`src/common/frame_sys_consts.svh`:
```
`ifndef FRAME_SYS_CONSTS_SVH
`define FRAME_SYS_CONSTS_SVH

// ========================================
// system memory geometry
// ========================================
`define SYS_ADDR_W 10 // word address bits, 1k words
`define SYS_DATA_W 32 // one bus word
`define SYS_MASK_W 4  // one enable per byte

// ========================================
// frame buffer and panel keys
// ========================================
`define FRAME_BASE 'h200     // first word of the frame
`define FRAME_WORDS 16       // two rgb565 pixels per word
`define FETCH_DEPTH 4        // stored plus in-flight words
`define DEBOUNCE_CYCLES 16   // stable cycles before a level is taken

`endif

```
`src/common/sysmem_pkg.sv`:
```
`include "frame_sys_consts.svh"

package sysmem_pkg;

  // memory bus fields shared by every requester and the ram
  typedef logic [`SYS_ADDR_W-1:0] sys_addr_t; // word address
  typedef logic [`SYS_DATA_W-1:0] sys_data_t; // read or write word
  typedef logic [`SYS_MASK_W-1:0] sys_mask_t; // byte write enables

endpackage

```
`src/common/mem_req_if.sv`:
```
`timescale 1ns/10ps

interface mem_req_if
  import sysmem_pkg::*;
();

  logic      req_valid; // request present
  logic      req_ready; // arbiter takes it this cycle
  sys_addr_t req_addr;  // word address
  logic      req_write; // 1 write, 0 read
  sys_data_t req_wdata;
  sys_mask_t req_wmask;
  logic      rsp_valid; // read data, one cycle after transfer
  sys_data_t rsp_rdata;

  modport requester (
    output req_valid, req_addr, req_write, req_wdata, req_wmask,
    input  req_ready, rsp_valid, rsp_rdata
  );

  modport arbiter (
    input  req_valid, req_addr, req_write, req_wdata, req_wmask,
    output req_ready, rsp_valid, rsp_rdata
  );

  // ram side, always ready so no req_ready here
  modport target (
    input  req_valid, req_addr, req_write, req_wdata, req_wmask,
    output rsp_valid, rsp_rdata
  );

endinterface

```
`src/sysmem/cpu_bus_port.sv`:
```
`timescale 1ns/10ps

module cpu_bus_port
  import sysmem_pkg::*;
(
  input  logic      clk_8388,
  input  logic      fpga_rst_n,
  input  logic      i_cmd_valid,
  output logic      o_cmd_ready,
  input  sys_addr_t i_cmd_addr,
  input  logic      i_cmd_read,
  input  sys_data_t i_cmd_wdata,
  input  sys_mask_t i_cmd_wmask,
  output logic      o_rsp_valid,
  input  logic      i_rsp_ready,
  output sys_data_t o_rsp_rdata,
  mem_req_if.requester mem
);

  logic      busy_q;      // response slot taken
  logic      rd_wait_q;   // read data due this cycle
  logic      held_q;      // slot holds a registered response
  sys_data_t held_data_q;
  logic      cmd_fire;
  logic      rsp_fire;
  logic      rd_rsp;

  // commands pass straight through while the slot is free
  assign mem.req_valid = i_cmd_valid & ~busy_q;
  assign mem.req_addr  = i_cmd_addr;
  assign mem.req_write = ~i_cmd_read;
  assign mem.req_wdata = i_cmd_wdata;
  assign mem.req_wmask = i_cmd_wmask;
  assign o_cmd_ready   = ~busy_q & mem.req_ready;
  assign cmd_fire      = i_cmd_valid & o_cmd_ready;

  assign rd_rsp      = rd_wait_q & mem.rsp_valid;             // read data bypasses the slot
  assign o_rsp_valid = held_q | rd_rsp;
  assign o_rsp_rdata = held_q ? held_data_q : mem.rsp_rdata;
  assign rsp_fire    = o_rsp_valid & i_rsp_ready;

  always_ff @(posedge clk_8388 or negedge fpga_rst_n) begin
    if (!fpga_rst_n) begin
      busy_q    <= 1'b0;
      rd_wait_q <= 1'b0;
      held_q    <= 1'b0;
    end else begin
      rd_wait_q <= cmd_fire & i_cmd_read;
      if (cmd_fire) begin
        busy_q <= 1'b1;
      end else if (rsp_fire) begin
        busy_q <= 1'b0;                                        // slot free again
      end
      if (rsp_fire) begin
        held_q <= 1'b0;
      end else if ((cmd_fire && !i_cmd_read) || rd_rsp) begin
        held_q <= 1'b1;                                        // write ack or stalled read
      end
    end
  end

  always_ff @(posedge clk_8388) begin
    if (cmd_fire && !i_cmd_read) begin
      held_data_q <= '0;                                       // write ack carries zero
    end else if (rd_rsp) begin
      held_data_q <= mem.rsp_rdata;
    end
  end

endmodule

```
`src/flat_wrapper.sv`:
```
// flat-port wrapper written by rule: the top's interface ports become plain ports
module cpu_bus_port_flat import sysmem_pkg::*;
  (clk_8388, fpga_rst_n, i_cmd_valid, o_cmd_ready, i_cmd_addr, i_cmd_read, i_cmd_wdata, i_cmd_wmask, o_rsp_valid, i_rsp_ready, o_rsp_rdata, mem_req_valid, mem_req_addr, mem_req_write, mem_req_wdata, mem_req_wmask, mem_req_ready, mem_rsp_valid, mem_rsp_rdata);
  mem_req_if mem_i ();
  input  logic clk_8388;
  input  logic fpga_rst_n;
  input  logic i_cmd_valid;
  output logic o_cmd_ready;
  input  sys_addr_t i_cmd_addr;
  input  logic i_cmd_read;
  input  sys_data_t i_cmd_wdata;
  input  sys_mask_t i_cmd_wmask;
  output logic o_rsp_valid;
  input  logic i_rsp_ready;
  output sys_data_t o_rsp_rdata;
  output wire logic [$bits(mem_i.req_valid)-1:0] mem_req_valid;
  output wire logic [$bits(mem_i.req_addr)-1:0] mem_req_addr;
  output wire logic [$bits(mem_i.req_write)-1:0] mem_req_write;
  output wire logic [$bits(mem_i.req_wdata)-1:0] mem_req_wdata;
  output wire logic [$bits(mem_i.req_wmask)-1:0] mem_req_wmask;
  input wire logic [$bits(mem_i.req_ready)-1:0] mem_req_ready;
  input wire logic [$bits(mem_i.rsp_valid)-1:0] mem_rsp_valid;
  input wire logic [$bits(mem_i.rsp_rdata)-1:0] mem_rsp_rdata;
  assign mem_req_valid = mem_i.req_valid;
  assign mem_req_addr = mem_i.req_addr;
  assign mem_req_write = mem_i.req_write;
  assign mem_req_wdata = mem_i.req_wdata;
  assign mem_req_wmask = mem_i.req_wmask;
  assign mem_i.req_ready = mem_req_ready;
  assign mem_i.rsp_valid = mem_rsp_valid;
  assign mem_i.rsp_rdata = mem_rsp_rdata;
  cpu_bus_port u_core (.clk_8388(clk_8388), .fpga_rst_n(fpga_rst_n), .i_cmd_valid(i_cmd_valid), .o_cmd_ready(o_cmd_ready), .i_cmd_addr(i_cmd_addr), .i_cmd_read(i_cmd_read), .i_cmd_wdata(i_cmd_wdata), .i_cmd_wmask(i_cmd_wmask), .o_rsp_valid(o_rsp_valid), .i_rsp_ready(i_rsp_ready), .o_rsp_rdata(o_rsp_rdata), .mem(mem_i));
endmodule
```
`config.mk`:
```
export PLATFORM = sky130hd
export DESIGN_NAME = cpu_bus_port_flat
export DESIGN_NICKNAME = d
export VERILOG_FILES = /design/src/common/sysmem_pkg.sv /design/src/common/mem_req_if.sv /design/src/sysmem/cpu_bus_port.sv /design/src/flat_wrapper.sv
export VERILOG_INCLUDE_DIRS = /design/src /design/src/common
export SDC_FILE = /design/constraint.sdc
export NUM_CORES = 1
export LEC_CHECK = 0
export ABC_AREA = 1
export BUFFER_PORTS_ARGS = -buffer_cell sky130_fd_sc_hd__buf_2
export CORE_ASPECT_RATIO = 0.8
export CORE_MARGIN = 4
export CORE_UTILIZATION = 43
export DETAILED_ROUTE_END_ITERATION = 7
export MAX_ROUTING_LAYER = met4
export PLACE_DENSITY_LB_ADDON = 0.12
export SETUP_SLACK_MARGIN = 0.5
export SLEW_MARGIN = 20
export SYNTH_ARGS = -nofsm -noshare
export SYNTH_HDL_FRONTEND = slang
export SYNTH_SLANG_ARGS = --single-unit
```
`constraint.sdc`:
```
create_clock -name clk_8388 -period 1.5 [get_ports clk_8388]
set_input_delay 0.3 -clock clk_8388 [delete_from_list [all_inputs] [get_ports clk_8388]]
set_output_delay 0.3 -clock clk_8388 [all_outputs]
set_load 0.1 [all_outputs]
```
# Word-level counts from Yosys, hierarchy flattened
# Cells that the tools add are included.
[totals] reg_bits=35 romBits=0 mem_bits_rw=0 inputBits=85 n_memories=0 latch_bits=0
[op_classes] shifts=0 n_addsub=0 n_reduce_logical=5 n_mux=5 n_eq_ne=0 div_mod_pow=0 mul=0 n_bitwise=9 magnitude_cmp=0
[op_table] cell="two-way mux 32 bit" count=1
[op_table] cell="AND 1 bit" count=6
[op_table] cell="two-way mux 1 bit" count=4
[op_table] cell="nonzero test 2 bit" count=2
[op_table] cell="NOT 1 bit" count=2
[op_table] cell="logical AND 1 bit" count=1
[op_table] cell="logical NOT 1 bit" count=1
[op_table] cell="logical OR 1 bit" count=1
[op_table] cell="bitwise OR 1 bit" count=1

# Logic depth before layout (Yosys ltp)
# Gate-level depths: netlist (run 1).
[depth] depth_word=7 mapped_depth=7

# Least setup slack after synthesis (run 1)
# Ideal clock, no wire load.
[synth_path] path_type="register to output" start="register u_core.held_q" end="output port o_rsp_rdata[20]" t_required_ps=1200 arrival_time_ps=2798 n_path_buf=2 path_stages_with_launch=4 slack_ps=-1598 path_cell_list="dfrtp_1 > buf_2 > buf_2 > o21ai_0"
[synth_via] elab_chain_cells=1
[synth_rtl] element="start: declaration" line_no="cpu_bus_port.sv:22" rtl="logic held_q;"
[synth_rtl] element="start signal: assignment" line_no="cpu_bus_port.sv:46" rtl="held_q <= 1'b0;"
[synth_rtl] element="start signal: assignment" line_no="cpu_bus_port.sv:55" rtl="held_q <= 1'b0;"
[synth_rtl] element="start signal: assignment" line_no="cpu_bus_port.sv:57" rtl="held_q <= 1'b1;"
[synth_rtl] element="two-way mux 32 bit" line_no="cpu_bus_port.sv:39" rtl="assign o_rsp_rdata = held_q ? held_data_q : mem.rsp_rdata;"
[synth_rtl] element="end: declaration" line_no="flat_wrapper.sv:15" rtl="output sys_data_t o_rsp_rdata;"
# Every way passes these cells.

# Worst setup path in the final report (run 1)
[layout_path] start="register u_core.held_q" end="output port o_rsp_rdata[29]"
# The elaborated chain is that of the path after synthesis.

==> results_dict.tcl, run 1 <==
set metrics [dict create \
    worst_clock_skew_ps 4.07 \
    nets 469 \
    drv_cap 0 \
    rsz0062_at_grt "yes" \
    synthesis.area_sq_um 2180 \
    antenna_found_initial 0 \
    p_clk_share_pct 8.8 \
    grt_max_degree 23 \
    cp_max_fo 22 \
    overflow 0 \
    use_met3_pct 6.44 \
    wire_per_inst_um 15.4 \
    power.density_nw_per_um2 2290 \
    fillCellCount 284 \
    leakagePower_nw 1.67 \
    total_power_w 0.00887 \
    crit_path_start_kind "flop" \
    layout_min_cycle_time_ps 1710 \
    finalHoldViolCount 0 \
    finalWirelength_um 6860 \
    p_sw_w 0.00478 \
    slew_viol_final 0 \
    arrival_ps 1410 \
    h-tree-depth 2 \
    root_buffer "clkbuf_8" \
    grt.busiest_layer "met2" \
    power_frac_comb_pct 74.2 \
    use_met1_pct 23.3 \
    ir_drop_mv 1.63 \
    worstSkewPairLatency_ps 300 \
    synth_fp_nets 425 \
    path_class "reg -> out" \
    vias 2165 \
    outcome "finished with violations" \
    area_delta_synth_final_pct 77.4 \
    pwr-share-seq_pct 17.0 \
    critical_path.endpoint_type "output port" \
    violations "setup timing" \
    synth_cells 340 \
    setup_viol 33 \
    core-area_sq_um 4730 \
    place_hpwl_um 3830 \
    grt_usage_pct 20.2 \
    worst_hold_slack_ps 284 \
    intPower_w 0.00410 \
    gp_congestion 0.749 \
    clockBufferDepth 2 \
    synth-seq-area-share_pct 32.8 \
    use_met2_pct 32.3 \
    finalCritPeriodShare_pct 114 \
    drive_gt1_share_pct 49.9 \
    first_global_vias 2079 \
    syn_avg_cell_area_sq_um 6.42 \
    start_util_pct 46.1 \
    grt_pass1_wl_um 9680 \
    drc 0 \
    tritoncts "yes" \
    ys_types 14 \
    fmax_mhz 584 \
    ys_warn_count 0 \
    antenna_cells 0 \
    setup_ws_ps -213 \
    crit_required_ps 1200 \
    rows 22 \
    die_x_um 87.7 \
    dieArea_sq_um 6290 \
    ant_nets 0 \
    portBuffers 74 \
    clock-sinks 35 \
    drtPass1Iterations 4 \
    worstMarginPinSlew_ps 214 \
    path_clk_slew_ps 70 \
    cts_made_buffers 5 \
    vias_per_cell 4.87 \
    ys_seq_elements 35 \
    drtIter0Drc 87 \
    die-height_um 71.7 \
    swShare_pct 53.8 \
    slew_headroom_pct 85.6 \
    hp-class "in -> reg" \
    ios 167 \
]
-- synth_stat cells, drive strengths merged --
library cell	instances	area share, %
inv	72	12
nand2	66	11
o21ai	65	15
buf	60	21
nor2	35	6.0
dfxtp	32	29
a21oi	3	0.69
clkbuf	3	0.52
dfrtp	3	3.4
nand4	1	0.29
-- cell usage in the layout (no fill, tap or decap) --
cell and count:
a21oi_2 2, a21oi_4 1, buf_12 43, buf_16 4
buf_2 37, buf_4 6, buf_6 7, buf_8 1
bufbuf_16 1, clkbuf_1 1, clkbuf_8 7, clkinvlp_4 1
dfrtp_2 2, dfrtp_4 1, dfxtp_1 32, dlygate4sd3_1 1
inv_1 68, inv_2 2, inv_4 1, nand2_1 52
nand2_2 13, nand2_4 1, nand4_1 1, nor2_1 7
nor2_4 28, o21ai_0 6, o21ai_1 25, o21ai_2 2
o21ai_4 32
-- path summary, 6_finish.rpt --
kind                            cells after the start  slack (ps)                     end              startpoint
worst min-delay path                                3         280        u_core.rd_wait_q           mem_req_ready
worst max-delay path                                4        -210         o_rsp_rdata[29]           u_core.held_q
worst max register to register                      7          90           u_core.held_q           u_core.busy_q
min in group asynchronous                           2         330           u_core.held_q              fpga_rst_n
max in group asynchronous                           2        1050           u_core.held_q              fpga_rst_n
worst min register to register                      4         530  u_core.held_data_q[29]  u_core.held_data_q[29]
-- critical path: stages (launching register included) --
cell and delay (ps):
dfrtp_4 490, buf_12 230, nand2_1 120, o21ai_4 80
buf_12 190
-- cell families after synthesis --
kind of cell,after synthesis,synth area share [%]
compound gates,68,15.9
flops,35,32.8
buf+inv,135,33.6
simple gates,102,17.7
-- final cells by class --
| class | count | area [sq um] | area share, % |
|---|---|---|---|
| Tap cell | 60 | 75.1 | 1.94 |
| Timing Repair Buffer | 100 | 1340 | 34.5 |
| Multi-Input combinational cell | 170 | 1360 | 35.2 |
| Sequential cell | 35 | 722 | 18.6 |
| Clock buffer | 8 | 100 | 2.58 |
| Inverter | 72 | 277 | 7.14 |
-- flip-flops by register name, summed over array words and instances (netlist names) --
signal	count
u_core.busy_q	1
u_core.rd_wait_q	1
u_core.held_data_q	32
u_core.held_q	1
-- power groups by stage --
stage | logic [W] | clock network, W | registers [W]
finish | 0.00658 | 0.000781 | 0.00151
floorplan | 0.00468 | 0 | 0.00140
CTS | 0.00620 | 0.000767 | 0.00147
global route | 0.00683 | 0.000819 | 0.00153
detailed placement | 0.00589 | 0 | 0.00146
global placement | 0.00581 | 0 | 0.00146
-- per-stage QoR --
stage	setup slack, ps	area (sq um)	TNS, ps	utilization (%)	instances
finish	-213	3870	-6170	81.8	445
global route	-268	3870	-7550	81.8	445
CTS	-194	3640	-5740	76.9	439
detailed placement	18.1	3190	0	67.3	419
global placement	29.3	3190	0	67.3	419
floorplan	-28.3	2610	-543	-	340
-- layer usage --
layer | vias to the layer above | share of wire (%) | routed length [um]
li1 | 1057 | - | -
met1 | 1004 | 39 | 2690
met2 | 82 | 51 | 3520
met3 | 22 | 6.7 | 459
met4 | 0 | 2.8 | 195
met5 | - | 0 | 0
-- what timing repair did --
| action | CTS | global route |
|---|---|---|
| pin swaps | 3 | 1 |
| setup buffers | 6 | 6 |
| gates resized for setup | 45 | 49 |
| hold endpoints to repair | 3 | 0 |
| cloned | 5 | 0 |
| endpoints found under the setup margin | 69 | 70 |
| hold buffers | 1 | 0 |
Power figures use the tool's default switching activity.
==> inputs of run 2 (changes only) <==
--- a/config.mk
+++ b/config.mk
@@ -10,7 +10,7 @@
 export BUFFER_PORTS_ARGS = -buffer_cell sky130_fd_sc_hd__buf_2
 export CORE_ASPECT_RATIO = 0.8
 export CORE_MARGIN = 4
-export CORE_UTILIZATION = 43
+export CORE_UTILIZATION = 40
 export DETAILED_ROUTE_END_ITERATION = 7
 export MAX_ROUTING_LAYER = met4
 export PLACE_DENSITY_LB_ADDON = 0.12
==> constraint.sdc (replaced) <==
create_clock -name clk_8388 -period 1.92 [get_ports clk_8388]
set_input_delay 0.384 -clock clk_8388 [delete_from_list [all_inputs] [get_ports clk_8388]]
set_output_delay 0.384 -clock clk_8388 [all_outputs]
set_load 0.1 [all_outputs]
==> run 2 against run 1 <==
Compared with the run above:
- sequential power fell by 23%
- utilization is 16 points lower
- total power shrank 26%
- routed wire length fell by 24%
- critical path type unchanged
- the run now ends clean
- largest power group unchanged
==> results_dict.tcl, run 2 (synthesized netlist as in run 1, its figures left out) <==
set metrics [dict create \
    arrival_ps 1470 \
    clock-sinks 35 \
    drive_gt1_share_pct 41.1 \
    vias 1995 \
    worst_clock_skew_ps 9.67 \
    worstSkewPairLatency_ps 290 \
    design_area_sq_um 3410 \
    die_x_um 90.6 \
    first_global_vias 1879 \
    area_delta_synth_final_pct 56.0 \
    ant_nets 0 \
    antenna_cells 0 \
    fillCellCount 441 \
    root_buffer "clkbuf_8" \
    crit_path_start_kind "flop" \
    wl_met3_um 433 \
    gp_congestion 0.707 \
    antenna_found_initial 0 \
    dieArea_sq_um 6710 \
    layout_min_cycle_time_ps 1860 \
    power.density_nw_per_um2 1910 \
    portBuffers 74 \
    setup_viol 0 \
    drtPass1Iterations 4 \
    critical_path.endpoint_type "output port" \
    wl_met1_um 2210 \
    utilization_pct 66.1 \
    critPathBufInv 3 \
    path_clk_slew_ps 70 \
    finalHoldViolCount 0 \
    cpMaxStageDelayCell "dfrtp_4" \
    slew_viol_final 0 \
    fmax_mhz 539 \
    largest-register "u_core.held_data_q" \
    wl_met2_um 2440 \
    die-height_um 74.1 \
    leakagePower_nw 1.53 \
    final_cell_mix "inv_1, nand2_1, buf_2" \
    path_cells "buf_12 -> buf_16 -> o21ai_4 -> buf_12" \
    rows 23 \
    top_layer "met4" \
    hp-class "in -> reg" \
    h-tree-depth 2 \
    outcome "finished, final reports clean" \
    tns_ps 0 \
    rsz0062_at_grt "yes" \
    cts_made_buffers 5 \
    vias_per_cell 4.62 \
    layout_commonest_cell "inv_1" \
    ir_drop_mv 1.03 \
    overflow 0 \
    cp_max_fo 8 \
    multiInputGateArea_sq_um 1170 \
    post_dp_cell_area_sq_um 3100 \
    finalWirelength_um 5240 \
    worstMarginPinSlew_ps 483 \
    grt_pass1_wl_um 8470 \
    grt_max_degree 46 \
    crit_top_cell "buf_12" \
    start_util_pct 42.4 \
    crit_required_ps 1540 \
    ios 167 \
    clockBufferDepth 2 \
    max_stage_delay_ps 510 \
    path_class "reg -> out" \
    core-area_sq_um 5150 \
    wire_per_inst_um 12.1 \
    place_hpwl_um 3630 \
    critical_path.top_delay_family "flip-flops" \
    finalCritPeriodShare_pct 96.6 \
    grt_usage_pct 16.1 \
    largest_reg_flops 32 \
    slew_headroom_pct 68.0 \
    drtIter0Drc 81 \
    drv_cap 0 \
    total_power_w 0.00652 \
    tritoncts "yes" \
    regArea_sq_um 721 \
    drc 0 \
    nets 455 \
]
## run 2: repair_timing
action	in CTS	in global routing
setup buffers	2	3
gates cloned	2	0
hold buffers	1	0
endpoints found under the setup margin	35	67
pin swaps	1	1
gates resized for setup	13	26
endpoints found under the hold margin	3	0
## run 2: power by group
group | total [W] | internal (W) | switching, W
Clock | 0.000501 | 0.000250 | 0.000251
Sequential | 0.00116 | 0.000984 | 0.000174
Combinational | 0.00486 | 0.00179 | 0.00308
## run 2: stage by stage
stage	setup slack (ps)	std cells	hold slack, ps
4_1_cts	55.4	429	345
6_report	64.4	432	357
3_3_place_gp	323	417	182
5_1_grt	21.9	432	348
2_1_floorplan	308	340	88.4
3_5_place_dp	283	417	186
## run 2: worst min-delay path, cell delays in order
cell and delay (ps):
buf_2 110, clkinvlp_4 80, nor2_1 40
## run 2: worst paths after layout
| path | startpoint | endpoint | slack [ps] | depth (start not counted) |
|---|---|---|---|---|
| worst max-delay path | u_core.held_q | o_rsp_rdata[26] | 60 | 4 |
| max in group asynchronous | fpga_rst_n | u_core.held_q | 1390 | 2 |
| worst min-delay path | i_cmd_read | u_core.rd_wait_q | 360 | 3 |
| min in group asynchronous | fpga_rst_n | u_core.held_q | 410 | 2 |
| worst max register to register | u_core.busy_q | u_core.held_data_q[16] | 650 | 4 |
| worst min register to register | u_core.held_data_q[6] | u_core.held_data_q[6] | 540 | 4 |
## run 2: routing by layer
layer,up-vias,GRT usage [%]
met4,0,7.64
met2,75,26.0
li1,1020,-
met3,21,5.66
met1,879,18.0
met5,-,-
## run 2: area by class of cell
| cell class | instances | area share [%] |
|---|---|---|
| Clock buffer | 7 | 2.24 |
| Multi-Input combinational cell | 170 | 34.3 |
| Sequential cell | 35 | 21.2 |
| Timing Repair Buffer | 86 | 31.9 |
| Inverter | 72 | 8.12 |
| Tap cell | 62 | 2.28 |
